<file path="src/verilog/video_pkg.sv">
// One memory layout only; counts assume a 384 x 264 raster at one pixel per 8 VCLKx8 cycles
package video_pkg;

    // --------------------
    // Raster timing
    localparam logic [8:0] h_total        = 9'd384;
    localparam logic [8:0] h_offset       = 9'd16;
    localparam logic [8:0] h_active       = 9'd288;
    localparam logic [8:0] h_blank_start  = 9'd290;
    localparam logic [8:0] h_blank_end    = 9'd492;
    localparam logic [8:0] v_total        = 9'd264;
    localparam logic [8:0] v_blank_line   = 9'd227;
    localparam logic [8:0] scroll_latch_h = 9'd290;

    // --------------------
    // Download map, 17-bit byte addresses
    localparam logic [16:0] rom_gfx_base  = 17'h12000;
    localparam logic [16:0] rom_clut_base = 17'h14000;
    localparam logic [16:0] rom_pal_base  = 17'h14100;

    // Memory and attribute widths
    localparam int gfx_addr_w   = 13;
    localparam int clut_addr_w  = 8;
    localparam int pal_addr_w   = 5;
    localparam int lbuf_addr_w  = 9;
    localparam int sprite_count = 8;
    localparam int spr_idx_w    = 3;
    // Sprite attribute {y[8:0], x[8:0], pal[1:0], code[7:0]}
    localparam int spr_attr_w   = 28;

    // ROM slots within the pixel period
    localparam logic [2:0] slot_bg  = 3'd0;
    localparam logic [2:0] slot_spr = 3'd4;

    // Pixel k of a pattern byte takes one bit from each nibble, leftmost first
    function automatic logic [1:0] pat_pixel(input logic [7:0] pat, input logic [1:0] k);
        case (k)
            2'd0:    pat_pixel = {pat[7], pat[3]};
            2'd1:    pat_pixel = {pat[6], pat[2]};
            2'd2:    pat_pixel = {pat[5], pat[1]};
            default: pat_pixel = {pat[4], pat[0]};
        endcase
    endfunction

endpackage

</file>
<file path="src/verilog/video_timing.sv">
// Fixed 384 x 264 raster that free-runs from reset; there is no external sync input
`timescale 1ns/1ps

module video_timing
    import video_pkg::*;
(
    input  logic       VCLKx8,
    input  logic       arst_n,
    output logic [8:0] ph,
    output logic [8:0] pv,
    output logic [2:0] sub_cycle,
    output logic       pix_en,
    output logic       hblank,
    output logic       vblank
);

    // Last sub-cycle of each pixel period
    assign pix_en = (sub_cycle == 3'd7);

    always_ff @(posedge VCLKx8 or negedge arst_n) begin
        if (!arst_n) begin
            sub_cycle <= 3'd0;
            ph        <= 9'd0;
            pv        <= 9'd0;
        end else begin
            sub_cycle <= sub_cycle + 3'd1;
            if (pix_en) begin
                if (ph == h_total - 9'd1) begin
                    ph <= 9'd0;
                    pv <= (pv == v_total - 9'd1) ? 9'd0 : pv + 9'd1;
                end else begin
                    ph <= ph + 9'd1;
                end
            end
        end
    end

    // Blank end lies past h_total so blanking runs to the end of the line
    assign hblank = (ph >= h_blank_start) && (ph < h_blank_end);
    assign vblank = (pv == v_blank_line);

endmodule
</file>
<file path="config.mk">
export PLATFORM = sky130hd
export DESIGN_NAME = video_timing
export DESIGN_NICKNAME = d
export VERILOG_FILES = /design/src/verilog/video_pkg.sv /design/src/verilog/video_timing.sv
export SDC_FILE = /design/constraint.sdc
export NUM_CORES = 1
export LEC_CHECK = 0
export ABC_AREA = 1
export BUFFER_PORTS_ARGS = -buffer_cell sky130_fd_sc_hd__buf_2
export CORE_ASPECT_RATIO = 1.4
export CORE_MARGIN = 2
export CORE_UTILIZATION = 27
export CTS_CLUSTER_SIZE = 28
export DETAILED_ROUTE_END_ITERATION = 8
export GPL_TIMING_DRIVEN = 1
export SETUP_SLACK_MARGIN = 0.5
export SLEW_MARGIN = 10
export SYNTH_ARGS = -nofsm -noshare
export SYNTH_HDL_FRONTEND = slang
export SYNTH_SLANG_ARGS = --single-unit
export TNS_END_PERCENT = 30
</file>
<file path="constraint.sdc">
create_clock -name VCLKx8 -period 4.2 [get_ports VCLKx8]
set_clock_uncertainty 0.05 [all_clocks]
set_input_delay 0.42 -clock VCLKx8 [delete_from_list [all_inputs] [get_ports VCLKx8]]
set_output_delay 0.42 -clock VCLKx8 [all_outputs]
set_load 0.03 [all_outputs]
</file>
==> metrics.md <==
| Metric | Value |
|---|---|
| CTS tree | `done` |
| Largest net degree at the start of global routing | `22` |
| Drt first pass iters | `4` |
| Sequential fraction of the synthesis area | `0.444` |
| Max Freq | `between 500 and 600 MHz` |
| Mapped Cells | `154` |
| Global-route wire length before repair | `a little over 4000 um` |
| Hold buffer count at CTS | `0` |
| Critical path's most frequent cell | `nand2_1` |
| CP max stage delay | `0.39 ns` |
| Multi-input gate area | `562 um2` |
| Worst skew pair latency | `0.26 ns` |
| Initial Util | `0.281` |
| # diodes | `0` |
| Post-DRT Antenna Nets | `0` |
| CTS Sinks | `21` |
| Gpl congestion | `0.863` |
| Synth Register Bits | `21` |
| Area Overhead vs Synth | `19.3%` |
| Status | `finished, final reports clean` |
| RSZ-0062 raised after global routing | `false` |
| Pint | `0.268 mW` |
| Post-CTS sizing | `0` |
| Vias | `1052` |
| Pwr Density | `240 nW/um2` |
| Cell Area, Placed | `1360 um2` |
| WS Path Type | `flip-flop to output pin` |
| Final Cycle Share | `0.460` |
| Initial antenna violation count | `0` |
| Register Area | `526 um2` |
| Distinct cells, synth | `20` |
| IO Port Bufs | `25` |
| Final wirelength | `2430 um` |
| WL/cell | `10.6 um` |
| Max-Slew Margin vs Limit | `0.676` |
| Grt ovf | `0` |
| Critical Path End Type | `output pin` |
| Crit path cell chain | `inv_1, ha_1, nor3_1, nand2_1, nand2_1, a21oi_1, buf_2` |
| # rows | `28` |
| Ports | `26` |
| Final slew viol count | `0` |
| Max VDD drop | `approximately 0.14 mV` |
| Setup crit start kind | `flip-flop` |
| Final Hold Viols | `0` |
| Reg clk slew, reported paths | `0.08 ns` |
| Lkg Pwr | `0.789 nW` |
| DIE AREA | `4930 um2` |
| Slowest CP cell | `dfrtp_1` |
| Switching power | `0.0696 mW` |
| Clk root buf | `clkbuf_8` |
| Power share of the clock group | `0.390` |
| Combinational power share | `0.013` |
| Vias per inst | `4.61` |
| Clk buf depth | `2` |
| Post-synthesis instance area | `1180 um2` |
| Commonest cells after routing, fill and taps aside | `nand2_1, buf_2, inv_1` |
| Post-layout min period | `a little under 2 ns` |
| Commonest non-fill, non-tap cell in the layout | `nand2_1` |
| Share of cells above drive strength 1 | `0.197` |
| Fin area | `1410 um2` |
| Least-Margin Pin Slew | `0.486 ns` |
| Ys Warns | `0` |
| Avg Cell Area, Syn | `7.68 um2` |
| Reg power frac | `0.598` |
| Max-cap violations | `0` |
| Number of global-route vias before repair | `965` |
| Req. time, crit path | `3.73 ns` |
| GRT Total Usage | `0.113` |
| Iter 0 DRT Violations | `27` |
| R2R depth | `9` |
| Switching part of the total | `0.206` |
| Final setup TNS | `0 ns` |
| Layout Nets | `191` |
| Num CTS Buffers | `3` |
| Worst Hold Class | `input port to asynchronous set/reset pin` |
| CP arrival | `1.46 ns` |
| Syn Nets | `161` |
| Worst Path Max Fanout | `4` |
| CTS H-tree depth | `1` |
| Post-CTS setup buffers | `0` |
| Final setup vio count | `0` |
| Die Wd | `59.9 um` |
| DP HPWL | `1880 um` |
| FILL cells | `466` |
| Core area | `approximately 4200 um2` |
| DRC Markers | `0` |
| Die Ht | `between 80 and 90 um` |
==> metrics by stage <==
stage	worst slack [ns]	power [mW]	util	std cells	hold slack, ns
floorplan	2.16	0.206	-	154	0.0744
global route	2.16	0.356	0.335	228	0.0962
CTS	2.24	0.345	0.335	228	0.0745
finish	2.27	0.338	0.335	228	0.0620
global placement	2.50	0.211	0.324	224	0.369
detailed placement	2.48	0.211	0.324	224	0.365
==> final timing paths <==
check	from	end	slack, ns
setup / recovery	ph[0]$_DFFE_PN0N_	hblank	2.27
hold / removal	arst_n	ph[2]$_DFFE_PN0N_	0.06
setup reg to reg	sub_cycle[0]$_DFF_PN0_	pv[2]$_DFFE_PN0P_	2.49
hold reg to reg	sub_cycle[0]$_DFF_PN0_	sub_cycle[0]$_DFF_PN0_	0.40
max in group asynchronous	arst_n	ph[7]$_DFFE_PN0N_	3.71
min in group VCLKx8	sub_cycle[0]$_DFF_PN0_	sub_cycle[0]$_DFF_PN0_	0.40
==> area by class of cell <==
| type | instances | share of cell area |
|---|---|---|
| Clock inverter | 1 | 0.00355 |
| Clock buffer | 3 | 0.0293 |
| Sequential cell | 21 | 0.373 |
| Inverter | 25 | 0.0674 |
| Multi-Input combinational cell | 108 | 0.398 |
| Tap cell | 45 | 0.0399 |
| Timing Repair Buffer | 25 | 0.0887 |
==> state kept, by name, indices dropped and copies added, names as in the netlist <==
register and cells:
pv 9, sub_cycle 3, ph 9
==> critical path, delay by kind of cell (launching register included) <==
family          cells  cell delay, ns
compound gates      1            0.05
fa+ha+maj           1            0.19
buf+inv             2            0.25
flops               1            0.39
simple gates        3            0.31
==> metal layers <==
metal,vias to the layer above,share of wire,track usage
met5,-,0,0
met4,0,0.012,0.0689
met3,2,0.037,0.0187
met2,22,0.51,0.187
met1,486,0.44,0.134
li1,542,-,-
==> cell families (layout without fill, tap and decap cells) <==
family,count (synthesis),in the layout,share of synthesized area
flops,21,21,0.444
simple gates,84,84,0.326
fa+ha+maj,5,5,0.0529
xor+xnor,5,5,0.0370
compound gates,14,14,0.0593
buf+inv,25,54,0.0804
==> synthesized netlist by cell type (all sizes together) <==
library cell | instances | area share
nand2 | 44 | 0.15
inv | 24 | 0.076
nor2 | 22 | 0.092
dfrtp | 21 | 0.44
nand3 | 11 | 0.047
o21ai | 10 | 0.042
ha | 5 | 0.053
xor2 | 5 | 0.037
a21oi | 4 | 0.017
nor3 | 4 | 0.017
nand4 | 2 | 0.016
clkinv | 1 | 0.0042
nor3b | 1 | 0.0064
==> power groups by stage <==
stage / Combinational [mW] / Sequential, mW / Clock [mW]
global placement: 0.00477 / 0.206 / 0
CTS: 0.00468 / 0.202 / 0.139
global route: 0.00528 / 0.202 / 0.148
floorplan: 0.000000356 / 0.206 / 0
finish: 0.00425 / 0.202 / 0.132
detailed placement: 0.00469 / 0.206 / 0
(Power assumes the default switching activity.)
