==> src/verilog/video_pkg.sv <==
// One memory layout only; counts assume a 384 x 264 raster at one pixel per 8 VCLKx8 cycles
package video_pkg;

    // --------------------
    // Raster timing
    localparam logic [8:0] h_total        = 9'd384;
    localparam logic [8:0] h_offset       = 9'd16;
    localparam logic [8:0] h_active       = 9'd288;
    localparam logic [8:0] h_blank_start  = 9'd290;
    localparam logic [8:0] h_blank_end    = 9'd492;
    localparam logic [8:0] v_total        = 9'd264;
    localparam logic [8:0] v_blank_line   = 9'd227;
    localparam logic [8:0] scroll_latch_h = 9'd290;

    // --------------------
    // Download map, 17-bit byte addresses
    localparam logic [16:0] rom_gfx_base  = 17'h12000;
    localparam logic [16:0] rom_clut_base = 17'h14000;
    localparam logic [16:0] rom_pal_base  = 17'h14100;

    // Memory and attribute widths
    localparam int gfx_addr_w   = 13;
    localparam int clut_addr_w  = 8;
    localparam int pal_addr_w   = 5;
    localparam int lbuf_addr_w  = 9;
    localparam int sprite_count = 8;
    localparam int spr_idx_w    = 3;
    // Sprite attribute {y[8:0], x[8:0], pal[1:0], code[7:0]}
    localparam int spr_attr_w   = 28;

    // ROM slots within the pixel period
    localparam logic [2:0] slot_bg  = 3'd0;
    localparam logic [2:0] slot_spr = 3'd4;

    // Pixel k of a pattern byte takes one bit from each nibble, leftmost first
    function automatic logic [1:0] pat_pixel(input logic [7:0] pat, input logic [1:0] k);
        case (k)
            2'd0:    pat_pixel = {pat[7], pat[3]};
            2'd1:    pat_pixel = {pat[6], pat[2]};
            2'd2:    pat_pixel = {pat[5], pat[1]};
            default: pat_pixel = {pat[4], pat[0]};
        endcase
    endfunction

endpackage

==> src/verilog/bg_scanline.sv <==
// Tile columns 32 to 35 repeat columns 0 to 3; scroll is 8 bits and flip mirrors a 288 x 256 map
`timescale 1ns/1ps

module bg_scanline
    import video_pkg::*;
(
    input  logic                  VCLKx8,
    input  logic                  arst_n,
    input  logic                  pix_en,
    input  logic [8:0]            ph,
    input  logic [8:0]            pv,
    input  logic [7:0]            scroll,
    input  logic                  flip_screen,
    input  logic [15:0]           vram_d,
    input  logic [7:0]            bg_data,
    input  logic                  bg_valid,
    output logic [9:0]            vram_a,
    output logic                  bg_req,
    output logic [gfx_addr_w-1:0] bg_addr,
    output logic [1:0]            bg_pixel,
    output logic [5:0]            bg_pal,
    output logic                  bg_hi
);

    logic [7:0] scroll_lat;
    logic [8:0] col_n;
    logic [8:0] hp;
    logic [7:0] yl;
    logic [7:0] ys;
    logic [7:0] t_code;
    logic [5:0] t_pal;
    logic       t_hi;
    logic       t_half;
    logic [1:0] t_pix;
    logic [2:0] t_row;
    logic [7:0] pat;

    // Scroll takes effect from the next line
    always_ff @(posedge VCLKx8 or negedge arst_n) begin
        if (!arst_n) begin
            scroll_lat <= 8'd0;
        end else if (pix_en && ph == scroll_latch_h) begin
            scroll_lat <= scroll;
        end
    end

    // --------------------
    // Tile stage, two pixels ahead of display
    assign col_n  = ph - (h_offset - 9'd2);
    assign hp     = flip_screen ? (h_active - 9'd1 - col_n) : col_n;
    assign yl     = flip_screen ? ~pv[7:0] : pv[7:0];
    assign ys     = yl + scroll_lat;
    assign vram_a = {ys[7:3], hp[7:3]};

    always_ff @(posedge VCLKx8) begin
        if (pix_en) begin
            t_code <= vram_d[7:0];
            t_pal  <= vram_d[13:8];
            t_hi   <= vram_d[14];
            t_half <= hp[2];
            t_pix  <= hp[1:0];
            t_row  <= ys[2:0];
        end
    end

    // --------------------
    // Pattern fetch, one byte per pixel
    assign bg_addr = {1'b0, t_code, t_half, t_row};

    always_ff @(posedge VCLKx8 or negedge arst_n) begin
        if (!arst_n) begin
            bg_req <= 1'b0;
        end else if (pix_en) begin
            bg_req <= 1'b1;
        end else if (bg_valid) begin
            bg_req <= 1'b0;
        end
    end

    always_ff @(posedge VCLKx8) begin
        if (bg_valid) begin
            pat <= bg_data;
        end
    end

    // Pixel out at the start of its display count
    always_ff @(posedge VCLKx8 or negedge arst_n) begin
        if (!arst_n) begin
            bg_pixel <= 2'd0;
            bg_pal   <= 6'd0;
            bg_hi    <= 1'b0;
        end else if (pix_en) begin
            bg_pixel <= pat_pixel(pat, t_pix);
            bg_pal   <= t_pal;
            bg_hi    <= t_hi;
        end
    end

endmodule

==> config.mk <==
export PLATFORM = sky130hd
export DESIGN_NAME = bg_scanline
export DESIGN_NICKNAME = d
export VERILOG_FILES = /design/src/verilog/video_pkg.sv /design/src/verilog/bg_scanline.sv
export SDC_FILE = /design/constraint.sdc
export NUM_CORES = 1
export LEC_CHECK = 0
export BUFFER_PORTS_ARGS = -buffer_cell sky130_fd_sc_hd__buf_2
export CAP_MARGIN = 20
export CORE_ASPECT_RATIO = 0.7
export CORE_UTILIZATION = 40
export DETAILED_ROUTE_END_ITERATION = 10
export PLACE_DENSITY = 0.75
export SLEW_MARGIN = 20
export SYNTH_ARGS = -nofsm -noshare
export SYNTH_HDL_FRONTEND = slang
export SYNTH_SLANG_ARGS = --single-unit
==> constraint.sdc <==
create_clock -name VCLKx8 -period 2.8 [get_ports VCLKx8]
set_input_delay 0.14 -clock VCLKx8 [delete_from_list [all_inputs] [get_ports VCLKx8]]
set_output_delay 0.14 -clock VCLKx8 [all_outputs]
set_load 0.005 [all_outputs]
==> reports/metrics.yaml <==
global_route:
  grt_use_total_pct: 14.77
  grt_pass1_vias: 1394
  grt_pass1_wl_mm: 6.630
  grt_overflow: 0
  grt_antenna_before_repair: 0
  grt_max_degree: 32
setup_path:
  crit_type: "reg2out"
  ff2ff_path_depth: 3
  cp_slowest_cell: "fa_1"
  startpoint_type: "flop"
  path_common_cell: "a21oi_1"
  cp_top_family: "adder cells"
  critPathMaxFanout: 2
  timing.critical_path.cells: "ha_1, fa_1, a21oi_1, o211ai_1, a21oi_1, xnor2_1, buf_2"
  regToRegEndpoint: "t_row[2]"
  required_ns: 2.66
  reg2reg_from: "scroll_lat[0]"
  critical_path.max_stage_delay_ns: 0.40
  path_buf_inv: 1
  r2r_setup_slack_ns: 1.36
  end_kind: "output port"
  cp.arrival_ns: 2.08
sta:
  hold_violations: 0
  max_freq_ghz: 0.4495
  rsz0062_at_grt: "no"
  finalSetupViolations: 0
  slew_violations: 0
  period_share_pct: 79.45
  setup_tns_ns: 0
  hold_ws_ns: 0.01336
  fin_skew_ns: 0.006803
  layout_min_cycle_time_ns: 2.225
cts:
  clk_pin_slew_ns: 0.09
  clk-insertion-delay-late_ns: 0.30
  cts_resized: 0
  clock_sinks: 47
  cts_htree_levels: 2
  cts_tree: "done"
  cts_made_buffers: 5
  clockBufferDepth: 2
  clockRootBuffer: "clkbuf_8"
job:
  cap_violations: 0
floorplan:
  floorplan.core_area_mm2: 0.005285
  ioPinCount: 88
  rows: 22
  dieArea_mm2: 0.005852
  initial_core_util_pct: 41.97
  die-width_um: 91.01
  die-height_um: 64.31
detailed_routing:
  vias_per_cell: 4.543
  postRouteAntennaNets: 0
  wl_per_cell_um: 12.90
  drc_errors: 0
  vias: 1413
  drtPass1Iterations: 4
  wl_mm: 4.013
  first_iter_violations: 30
logic_synthesis:
  ys_types: 29
  synth.area.top_cells: "edfxtp_1 (39%), dfrtp_1 (20%), mux2_2 (8.6%)"
  seq_area_frac_synth_pct: 59.56
  ys_ff_latch: 47
  yosysWarnings: 0
  netlist.area_leader.share_pct: 39.26
  syn_area_mm2: 0.002218
  avgSynthCellArea_um2: 14.89
  synthCells: 149
  syn_nets: 214
  yosysTopAreaCell: "edfxtp_1"
placed_design:
  gp_congestion: 0.7305
  hpwl_mm: 2.995
  numPortBuffers: 84
  dpl.cell_count: 292
layout:
  nets: 303
  layout-drive-gt1-share_pct: 47.70
  final_cells: 311
  antennaDiodeCount: 0
  area_growth_pct: 30.23
pwr:
  p_leak_nw: 1.320
  cellPowerDensity_mw_per_mm2: 578.2
  peakVddDrop_mv: 0.2557
  power_mw: 1.671
hold_path:
  holdPathEnd: "pat[1]"
  hp-start: "bg_data[1]"
  min_path_cells: 1
  hp-class: "in2reg"
run_status:
  outcome: "finished, final reports clean"
[synth_stat cells, drive strengths merged]
master   instances
nor3             1
and4bb           1
mux2i            1
fa               1
a21o             2
o21a             1
nand3            2
nor2             2
o31ai            1
mux2            17
a2111oi          1
nor2b            2
a21oi            6
nand2            4
o211ai           1
buf             15
xnor2           14
edfxtp          29
mux4             2
conb             1
ha               9
o21ai            1
dfrtp           18
inv              4
xor2            12
nor3b            1
[layout by cell type (no fill, tap or decap), drive strengths merged, types with 2 or more instances in the layout]
master,Yosys,final
buf,15,86
edfxtp,29,29
dfrtp,18,18
mux2,17,17
xnor2,14,14
xor2,12,12
dlygate4sd3,0,11
ha,9,9
a21oi,6,6
clkbuf,0,5
inv,4,5
nand2,4,4
a21o,2,2
nor2b,2,2
nor2,2,2
bufinv,0,2
nand3,2,2
mux4,2,2
[state kept, by name, indices dropped and copies added, names as in the netlist, 2 cells and up]
signal and flops:
bg_pixel 2, scroll_lat 8, t_row 3, bg_pal 6, t_pix 2, pat 8
t_code 8, t_pal 6
[logic make-up (layout without fill, tap and decap cells)]
group	after synthesis	in the layout	synth area share (%)
buffers and inverters	19	109	5.414
AND/OR/NAND/NOR	13	13	3.609
adder cells (fa/ha/maj)	10	10	5.979
flip-flops	47	47	59.56
AO/OA/AOI/OAI	13	13	3.723
multiplexers	20	20	11.28
XOR/XNOR	26	26	10.27
other	1	1	0.1690
[worst max-delay path by stage]
stage,from,endpoint,depth (start not counted)
6_report,scroll_lat[0],vram_a[8],7
3_3_place_gp,flip_screen,vram_a[8],9
4_1_cts,scroll_lat[0],vram_a[8],7
3_5_place_dp,flip_screen,vram_a[8],9
5_1_grt,scroll_lat[0],vram_a[8],7
2_1_floorplan,flip_screen,vram_a[8],10
[power breakdown]
part           internal [mW]  total, mW  switching [mW]  leakage, nW
logic                  0.138      0.246           0.108        0.739
clock network          0.362      0.600           0.238       0.0703
registers              0.803      0.825          0.0222        0.511
total                   1.30       1.67           0.368         1.32
[final cells by class]
cell class              instances  area, µm²
clock buffers                   5      68.82
clock inverters                 3      71.32
fillers                       458       2396
inverters                       4      15.01
multi-input cells              83      777.0
flip-flops and latches         47       1321
well taps                      72      90.09
repair buffers                 97      545.5
[repair_timing]
action / CTS / global route
hold buffers: 2 / 9
setup endpoints to repair: 0 / 0
setup buffers: 0 / 0
endpoints found under the hold margin: 19 / 9
[layer usage]
metal | global-route usage, % | wire length, µm
met3 | 4.048 | 213
met5 | 0 | 0
met4 | 5.357 | 34
met1 | 19.85 | 1913
met2 | 23.01 | 1852
[per-stage QoR]
| stage | worst slack, ns | util [%] | instance area (µm²) |
|---|---|---|---|
| finish | 0.5754 | 54.66 | 2889 |
| global route | 0.4165 | 54.66 | 2889 |
| CTS | 0.5594 | 52.96 | 2799 |
| detailed placement | 0.8539 | 49.93 | 2639 |
| global placement | 0.8520 | 49.93 | 2639 |
| floorplan | 0.7340 | - | 2218 |
No activity file was read; power rests on OpenSTA's default activity.
