### config.mk
export PLATFORM = sky130hd
export DESIGN_NAME = color_mixer
export DESIGN_NICKNAME = d
export VERILOG_FILES = /design/src/verilog/video_pkg.sv /design/src/verilog/color_mixer.sv /design/src/verilog/dpram.sv
export SDC_FILE = /design/constraint.sdc
export NUM_CORES = 1
export LEC_CHECK = 0
export BUFFER_PORTS_ARGS = -buffer_cell sky130_fd_sc_hd__buf_4
export CAP_MARGIN = 5
export CORE_MARGIN = 2
export CORE_UTILIZATION = 45
export CTS_CLUSTER_SIZE = 8
export DETAILED_ROUTE_END_ITERATION = 10
export GPL_TIMING_DRIVEN = 0
export SKIP_CTS_REPAIR_TIMING = 1
export SLEW_MARGIN = 30
export SYNTH_ARGS = -nofsm -noshare
export SYNTH_HDL_FRONTEND = slang
export SYNTH_SLANG_ARGS = --single-unit
### constraint.sdc
create_clock -name VCLKx8 -period 6.5 [get_ports VCLKx8]
set_input_delay 0 -clock VCLKx8 [delete_from_list [all_inputs] [get_ports VCLKx8]]
set_output_delay 0 -clock VCLKx8 [all_outputs]
set_load 0.02 [all_outputs]
### src/verilog/video_pkg.sv
// One memory layout only; counts assume a 384 x 264 raster at one pixel per 8 VCLKx8 cycles
package video_pkg;

    // --------------------
    // Raster timing
    localparam logic [8:0] h_total        = 9'd384;
    localparam logic [8:0] h_offset       = 9'd16;
    localparam logic [8:0] h_active       = 9'd288;
    localparam logic [8:0] h_blank_start  = 9'd290;
    localparam logic [8:0] h_blank_end    = 9'd492;
    localparam logic [8:0] v_total        = 9'd264;
    localparam logic [8:0] v_blank_line   = 9'd227;
    localparam logic [8:0] scroll_latch_h = 9'd290;

    // --------------------
    // Download map, 17-bit byte addresses
    localparam logic [16:0] rom_gfx_base  = 17'h12000;
    localparam logic [16:0] rom_clut_base = 17'h14000;
    localparam logic [16:0] rom_pal_base  = 17'h14100;

    // Memory and attribute widths
    localparam int gfx_addr_w   = 13;
    localparam int clut_addr_w  = 8;
    localparam int pal_addr_w   = 5;
    localparam int lbuf_addr_w  = 9;
    localparam int sprite_count = 8;
    localparam int spr_idx_w    = 3;
    // Sprite attribute {y[8:0], x[8:0], pal[1:0], code[7:0]}
    localparam int spr_attr_w   = 28;

    // ROM slots within the pixel period
    localparam logic [2:0] slot_bg  = 3'd0;
    localparam logic [2:0] slot_spr = 3'd4;

    // Pixel k of a pattern byte takes one bit from each nibble, leftmost first
    function automatic logic [1:0] pat_pixel(input logic [7:0] pat, input logic [1:0] k);
        case (k)
            2'd0:    pat_pixel = {pat[7], pat[3]};
            2'd1:    pat_pixel = {pat[6], pat[2]};
            2'd2:    pat_pixel = {pat[5], pat[1]};
            default: pat_pixel = {pat[4], pat[0]};
        endcase
    endfunction

endpackage

### src/verilog/color_mixer.sv
// Output is forced to zero in horizontal blanking only; vertical blanking is left to the display
`timescale 1ns/1ps

module color_mixer
    import video_pkg::*;
(
    input  logic        VCLKx8,
    input  logic        arst_n,
    input  logic        pix_en,
    input  logic        hblank,
    input  logic [1:0]  bg_pixel,
    input  logic [5:0]  bg_pal,
    input  logic        bg_hi,
    input  logic [4:0]  spr_col,
    input  logic [16:0] rom_ad,
    input  logic [7:0]  rom_dt,
    input  logic        rom_en,
    output logic [7:0]  pout
);

    logic [clut_addr_w-1:0] clut_a;
    logic [3:0]             clut_q;
    logic                   clut_we;
    logic [pal_addr_w-1:0]  pal_idx;
    logic [7:0]             pal_q;
    logic                   pal_we;
    logic                   bg_win;
    logic                   blank_d;

    assign clut_a  = {bg_pal, bg_pixel};
    assign clut_we = rom_en && (rom_ad[16:clut_addr_w] == rom_clut_base[16:clut_addr_w]);
    assign pal_we  = rom_en && (rom_ad[16:pal_addr_w] == rom_pal_base[16:pal_addr_w]);

    dpram #(
        .word_t(logic [3:0]),
        .addr_w(clut_addr_w)
    ) clut_inst (
        .clk_a (VCLKx8),
        .addr_a(clut_a),
        .q_a   (clut_q),
        .clk_b (VCLKx8),
        .addr_b(rom_ad[clut_addr_w-1:0]),
        .we_b  (clut_we),
        .d_b   (rom_dt[3:0])
    );

    // Colour 15 and a clear valid flag are both transparent
    assign bg_win = (bg_hi && clut_q != 4'd15) || !spr_col[4] || (spr_col[3:0] == 4'd15);

    always_ff @(posedge VCLKx8 or negedge arst_n) begin
        if (!arst_n) begin
            pal_idx <= '0;
            blank_d <= 1'b1;
        end else if (pix_en) begin
            pal_idx <= bg_win ? {1'b1, clut_q} : {1'b0, spr_col[3:0]};
            blank_d <= hblank;
        end
    end

    dpram #(
        .word_t(logic [7:0]),
        .addr_w(pal_addr_w)
    ) pal_inst (
        .clk_a (VCLKx8),
        .addr_a(pal_idx),
        .q_a   (pal_q),
        .clk_b (VCLKx8),
        .addr_b(rom_ad[pal_addr_w-1:0]),
        .we_b  (pal_we),
        .d_b   (rom_dt)
    );

    assign pout = blank_d ? 8'd0 : pal_q;

endmodule

### src/verilog/dpram.sv
// Contents start undefined; port a reads with one cycle of latency and port b only writes
`timescale 1ns/1ps

module dpram #(
    parameter type word_t = logic [7:0],
    parameter int  addr_w = 8
) (
    input  logic              clk_a,
    input  logic [addr_w-1:0] addr_a,
    output word_t             q_a,
    input  logic              clk_b,
    input  logic [addr_w-1:0] addr_b,
    input  logic              we_b,
    input  word_t             d_b
);

    word_t mem [0:(1<<addr_w)-1];

    always_ff @(posedge clk_a) begin
        q_a <= mem[addr_a];
    end

    // Download or line buffer writes
    always_ff @(posedge clk_b) begin
        if (we_b) begin
            mem[addr_b] <= d_b;
        end
    end

endmodule

==> results of run 1 <==
-- state kept, by name (all words and copies together) (netlist names) --
register       flops
pal_inst.q_a       8
clut_inst.mem   1024
blank_d            1
pal_inst.mem     256
clut_inst.q_a      4
pal_idx            5
-- worst max-delay path, delay by kind of cell --
kind	cells	cell delay, ns
AO/OA/AOI/OAI	4	0.71
buffers and inverters	4	1.68
AND/OR/NAND/NOR	3	1.30
-- worst max-delay path by stage --
stage	cells after the start	to	slack [ns]	start
2_1_floorplan	5	pal_inst.q_a[0]$_DFF_P_	4.09	pal_idx[0]$_DFFE_PN0P_
3_3_place_gp	10	clut_inst.q_a[1]$_DFF_P_	2.39	bg_pixel[1]
3_5_place_dp	10	clut_inst.q_a[0]$_DFF_P_	2.80	bg_pal[1]
4_1_cts	5	pal_inst.q_a[3]$_DFF_P_	3.48	pal_idx[0]$_DFFE_PN0P_
5_1_grt	5	pal_inst.q_a[7]$_DFF_P_	3.36	pal_idx[0]$_DFFE_PN0P_
6_report	11	clut_inst.q_a[1]$_DFF_P_	3.42	bg_pal[0]
-- power breakdown --
part	internal (mW)	total, mW	switching (mW)	leakage (nW)
registers	9.24	9.26	0.0155	11.7
clock network	5.04	8.23	3.19	2.35
logic	0.463	1.18	0.713	4.20
total	14.7	18.7	3.92	18.2
-- cell usage in the layout (no fill, tap or decap), types with 5 or more instances in the layout --
cell type      instances
a211oi_1              21
a21oi_1               35
a22oi_1               40
buf_1                 10
buf_16                 9
buf_2                 33
buf_4                 55
clkbuf_1              91
clkbuf_16            186
clkbuf_2              22
dfrtp_1                5
dfxtp_1               12
dlygate4sd3_1         30
edfxtp_1            1280
mux2_2                30
mux2i_1              110
mux4_2               281
nand2_1               69
nand2b_1               7
nand3_1               23
nor2_1               304
nor2b_1               19
nor3_1                 6
o21ai_0               15
o221ai_1              54
o22ai_1               38
or2_2                  5
-- kinds of logic after synthesis --
group,after synthesis,synth area share
flops,1298,0.764
buf+inv,156,0.0139
compound gates,227,0.0315
simple gates,458,0.0375
mux,421,0.153
-- metal layers --
layer,up-vias,global-route usage
li1,11000,-
met1,13900,0.322
met2,1278,0.364
met3,250,0.0581
met4,6,0.0772
met5,-,0.00858
-- cell type report --
class	count	area, um2
fill	8700	53700
inverter	4	15.0
sequential	1298	38800
buffer	152	722
timing repair buffer	84	916
multi-input combinational	1106	11300
clock inverter	4	63.8
clock buffer	208	4740
tap	1500	1880
-- through the flow --
step	power (mW)	cells	hold WS, ns
finish	18.7	4356	0.0544
CTS	18.7	4326	-1.00
global placement	10.5	4105	-0.189
floorplan	10.0	2560	-0.296
global route	19.2	4356	0.0527
detailed placement	10.6	4114	-0.187
==> flow_summary.yaml, run 1 <==
run_status:
  result_of_the_run: "finished clean"
hold_path:
  worst_hold_path_type: "input pin to flip-flop"
  hold_path_cells: 3
  hp-start: "rom_ad[5]"
  min_to: "clut_inst.mem[114][3]$_DFFE_PP_"
logic_synthesis:
  synth.most_common_cell: "edfxtp_1"
  synth_cells: 2560
  yosysTopAreaCell: "edfxtp_1"
  ys_top_cells_by_area: "edfxtp_1 76%, mux4_2 12%, nor2_1 2.2%, mux2i_1 2.2%, o221ai_1 0.93%"
  syn-mean-instance-area_um2: 19.8
  syn_nets: 2604
  ys_ff_latch: 1298
  synth_commonest_cells: "1280 x edfxtp_1, 304 x nor2_1, 281 x mux4_2"
  share_of_the_synthesized_area_in_the_top_cell_type: 0.757
  synth-edff-count: 1280
  post_synth_instance_area_mm2: 0.0508
  synth_flop_cell: "edfxtp_1"
  yosys_warnings: 0
  synth-seq-area-share: 0.764
  async_reset_ff_frac: 0.00462
  yosys.cell_types.count: 45
die:
  start_util: 0.453
  floorplan.core_area_mm2: 0.112
  die_h_um: 340
  floorplan_die_width_um: 340
  num_io_pins: 52
  std_cell_rows: 123
  die_area_mm2: 0.116
placement:
  placed_standard_cell_area_mm2: 0.0533
  dpl.hpwl_um: 87500
  port_buffer_count: 45
  dp_slack_ns: 2.80
  gp_congestion: 0.887
setup_path:
  cp-start-kind: "input pin"
  r2r_end: "pal_inst.q_a[3]$_DFF_P_"
  timing.reg2reg.worst_path_depth: 5
  worst_path_largest_cell_delay_ns: 0.67
  regToRegStartpoint: "pal_idx[0]$_DFFE_PN0P_"
  setup.worst_path.end_class: "flip-flop"
  worst_setup_slack_for_register_to_register_paths_ns: 3.52
  path_cells: "buf_4, buf_2, nand2_1, clkbuf_1, buf_1, o221ai_1, o22ai_1, a211oi_1, nor4_1, a21oi_1, or3_1"
  cp_data_required_time_ns: 7.13
  worst_path_max_delay_cell: "clkbuf_1"
  timing_worst_setup_path_type: "input pin to flip-flop"
  crit_arrival_ns: 3.71
  crit_fanout: 10
sta:
  final_period_minus_worst_setup_slack_ns: 3.08
  clock-skew-final_ns: 0.0367
  transition_time_at_the_pin_with_the_least_slew_margin_ns: 1.10
  timing.setup.tns_ns: 0
  hold_violations: 0
  rsz0062_at_grt: "false"
  worst_slew_margin_rel: 0.265
  timing.final.max_slew_violations: 0
  layout_setup_ws_ns: 3.42
  fmax_mhz: 324
  finalCritPeriodShare: 0.474
  timing.final.setup_violations: 0
cts:
  clock_tree.htree_level_count: 4
  clk_latency_ns: 0.77
  worst_setup_hold_path_clk_slew_ns: 0.05
  cts_buffers: 180
  cts.path.max_buffers: 3
  cts.sinks: 1298
  tritoncts: "done"
  cts.root.buffer_cell: "clkbuf_16"
grt:
  global_route_wire_length_before_repair_um: 192000
  grt_start_max_net_pins: 120
  global_route.usage.total: 0.233
  grt_antenna_before_repair: 6
  first_global_vias: 27100
  grt_remaining_overflow: 0
drt:
  routedLengthMet1_um: 53800
  dr.first_iter.drc_count: 3500
  detail_route.wirelength_um: 134000
  routedWlPerCell_um: 30.8
  routed-via-count: 26500
  wl_met3_um: 12800
  vias_per_std_cell: 6.07
  drt_pass1_iterations: 5
  top_layer: "met5"
  drc: 0
  ant_nets: 0
  wl_met2_um: 63500
power_and_ir_drop:
  worst_ir_drop_vdd_mv: 0.279
  power_density_mw_per_mm2: 319
  p_leak_nw: 18.2
layout:
  antennaDiodeCount: 0
  final_design_area_no_fill_mm2: 0.0585
  nNetsFinal: 2870
  area_growth_pct: 15.0
  finish.utilization: 0.521
  drive_gt1_frac: 0.224
run:
  timing.max_cap.violations: 0
Power figures use the tool's default switching activity.
==> run 2, diff against run 1 <==
ABC_AREA = 1   (was default)
clock period = 3.1 ns   (was 6.5 ns; I/O delays follow)
==> run 2 against run 1 <==
Die area increased by 4.9%. First-iteration DRC count increased by 47%. Wire length increased by 32%. Register-to-register slack got worse by 3.0 ns. Sequential share of layout area decreased by 3.0 points. Core utilization decreased by 0.11 points. Clock-buffer cell count decreased by 2. Clock skew decreased by 0.012 ns. Critical path depth increased by 1. Non-clock buffer count increased by 160. Critical path type unchanged. Critical endpoint unchanged. Largest cell class unchanged. Largest power group unchanged.
==> flow_summary.yaml, run 2 <==
drt:
  dr.first_iter.drc_count: 5153
  ant_nets: 0
  routed-via-count: 37900
  drt_pass1_iterations: 6
  drc: 0
  routedWlPerCell_um: 28.0
  vias_per_std_cell: 5.96
  detail_route.wirelength_um: 178000
cts:
  tritoncts: "done"
  worst_setup_hold_path_clk_slew_ns: 0.05
  cts.sinks: 1298
  cts.root.buffer_cell: "clkbuf_16"
  cts_buffers: 180
  clk_latency_ns: 0.77
  cts.path.max_buffers: 3
  clock_tree.htree_level_count: 4
placement:
  port_buffer_count: 44
  placed_standard_cell_area_mm2: 0.0559
  numPlacedInstances: 6100
  dpl.hpwl_um: 118000
  gp_congestion: 0.954
logic_synthesis:
  synth.most_common_cell: "edfxtp_1"
  post_synth_instance_area_mm2: 0.0533
  synth_commonest_cells: "1280 x edfxtp_1, 1153 x nand2_1, 1006 x nand3_1"
  yosys_warnings: 0
  ys_top_cells_by_area: "edfxtp_1 72%, nand3_1 9.4%, nand2_1 8.1%, nor2_1 3.3%, buf_2 1.3%"
  yosysTopAreaCell: "edfxtp_1"
  synth_flop_cell: "edfxtp_1"
  synth-seq-area-share: 0.728
  synth_cells: 4509
  yosys.cell_types.count: 31
  syn-mean-instance-area_um2: 11.8
  syn_nets: 4553
  async_reset_ff_frac: 0.00462
  synth-edff-count: 1280
  ys_ff_latch: 1298
  share_of_the_synthesized_area_in_the_top_cell_type: 0.721
setup_path:
  cp_common_cell: "nand3_1"
  worst_path_dominant_cell_family: "buffers and inverters"
  crit_arrival_ns: 3.59
  setup.worst_path.end_class: "flip-flop"
  worst_setup_slack_for_register_to_register_paths_ns: 0.50
  regToRegStartpoint: "pal_idx[0]$_DFFE_PN0P_"
  cp-start-kind: "input pin"
  worstSetupPathDepth: 12
  worst_path_max_delay_cell: "clkbuf_1"
  crit_path_start: "bg_pal[0]"
  path_cells: "buf_4, clkbuf_1, clkbuf_1, nand3_1, nand3_1, nand3_1, nand2_1, nand2_1, nand3_1, nand3_1, nand2_1, dlygate4sd3_1"
  path_buf_inv: 4
  timing.reg2reg.worst_path_depth: 9
  timing_worst_setup_path_type: "input pin to flip-flop"
  cp_data_required_time_ns: 3.78
  crit_fanout: 10
  endpoint: "clut_inst.q_a[1]$_DFF_P_"
  r2r_end: "pal_inst.q_a[6]$_DFF_P_"
  worst_path_largest_cell_delay_ns: 0.74
sta:
  timing.final.max_slew_violations: 0
  timing.final.setup_violations: 0
  hold_violations: 0
  finalCritPeriodShare: 0.938
  rsz0062_at_grt: "false"
  final_period_minus_worst_setup_slack_ns: 2.91
  transition_time_at_the_pin_with_the_least_slew_margin_ns: 1.11
  worst_slew_margin_rel: 0.259
  fmax_mhz: 344
  clock-skew-final_ns: 0.0249
power_and_ir_drop:
  power_density_mw_per_mm2: 661
  worst_ir_drop_vdd_mv: 0.591
  p_leak_nw: 21.2
layout:
  layout.cells.most_common: "edfxtp_1"
  largest-register: "clut_inst.mem"
  drive_gt1_frac: 0.102
  biggestRegsByFlops: "clut_inst.mem: 1024 flops, pal_inst.mem: 256 flops, pal_inst.q_a: 8 flops"
  mostFrequentLayoutCells: "1280 x edfxtp_1, 1153 x nand2_1, 1006 x nand3_1"
  area_growth_pct: 14.8
  final_design_area_no_fill_mm2: 0.0612
  largest_register_ff_count: 1024
  nNetsFinal: 4822
  finish.utilization: 0.520
  post_layout_nonfiller_instances: 6357
run:
  timing.max_cap.violations: 0
die:
  die_h_um: 348
  floorplan_die_width_um: 348
  start_util: 0.453
  std_cell_rows: 126
  num_io_pins: 52
  floorplan.core_area_mm2: 0.118
  die_area_mm2: 0.121
grt:
  first_global_vias: 36200
  grt_antenna_before_repair: 2
  global_route.usage.total: 0.291
  global_route_wire_length_before_repair_um: 252000
  grt_start_max_net_pins: 102
  grt_remaining_overflow: 0
hold_path:
  worst_hold_path_type: "input pin to flip-flop"
  hold_path_cells: 4
run_status:
  result_of_the_run: "finished clean"
==> run 2: changes by cell type after synthesis, sizes merged, moves of 35 or more <==
cell   before   now
buf        61   234
inv         4    39
nor2      304   462
a22oi      40     0
o21ai      19   146
nand3      23  1006
mux2i     110     0
mux4      281     0
nand2      69  1158
==> run 2: logic make-up after synthesis <==
group / share of synthesized area
flops: 0.728
buf+inv: 0.0367
simple gates: 0.210
compound gates: 0.0249
==> run 2: tightest hold or removal path, delay by kind of cell <==
family	cells	cell delay [ns]
simple gates	3	0.47
buf+inv	1	0.10
==> run 2: worst min-delay path by stage <==
| stage | startpoint | end |
|---|---|---|
| final | rom_ad[2] | pal_inst.mem[9][1]$_DFFE_PP_ |
| after global routing | rom_ad[7] | clut_inst.mem[53][2]$_DFFE_PP_ |
| after CTS | arst_n | pal_idx[3]$_DFFE_PN0P_ |
| after detailed placement | arst_n | pal_idx[4]$_DFFE_PN0P_ |
| after global placement | arst_n | pal_idx[4]$_DFFE_PN0P_ |
| after floorplan | arst_n | pal_idx[0]$_DFFE_PN0P_ |
==> run 2: layout make-up <==
class	instances	area, um2
antenna	3	7.51
buffer	309	1800
clock buffer	206	4620
clock inverter	16	334
fill	10000	56500
inverter	40	155
multi-input combinational	2862	12600
sequential	1298	38800
tap	1536	1920
timing repair buffer	87	985
==> run 2: metrics by stage <==
stage / setup TNS (ns) / hold slack, ns / power [mW] / worst slack (ns)
3_5_place_dp: 0 / -0.190 / 22.9 / 0.0889
6_report: 0 / 0.00594 / 40.5 / 0.194
4_1_cts: 0 / -1.02 / 40.4 / 0.646
2_1_floorplan: 0 / -0.296 / 21.3 / 1.54
3_3_place_gp: -0.0445 / -0.191 / 22.9 / -0.00266
5_1_grt: 0 / 0.0250 / 41.4 / 0.260
==> run 2: power breakdown <==
group	switching [mW]	total [mW]	internal [mW]	leakage, nW
Sequential	0.0203	19.4	19.4	11.7
Combinational	2.47	3.32	0.852	7.18
Clock	7.34	17.8	10.4	2.39
==> run 2: per-layer routing <==
layer | vias up | track usage | wire (um)
met4 | 2 | 0.132 | 8570
met1 | 18700 | 0.391 | 69500
met3 | 437 | 0.0681 | 19000
met2 | 2267 | 0.450 | 80700
met5 | - | 0 | 16
li1 | 16500 | - | -
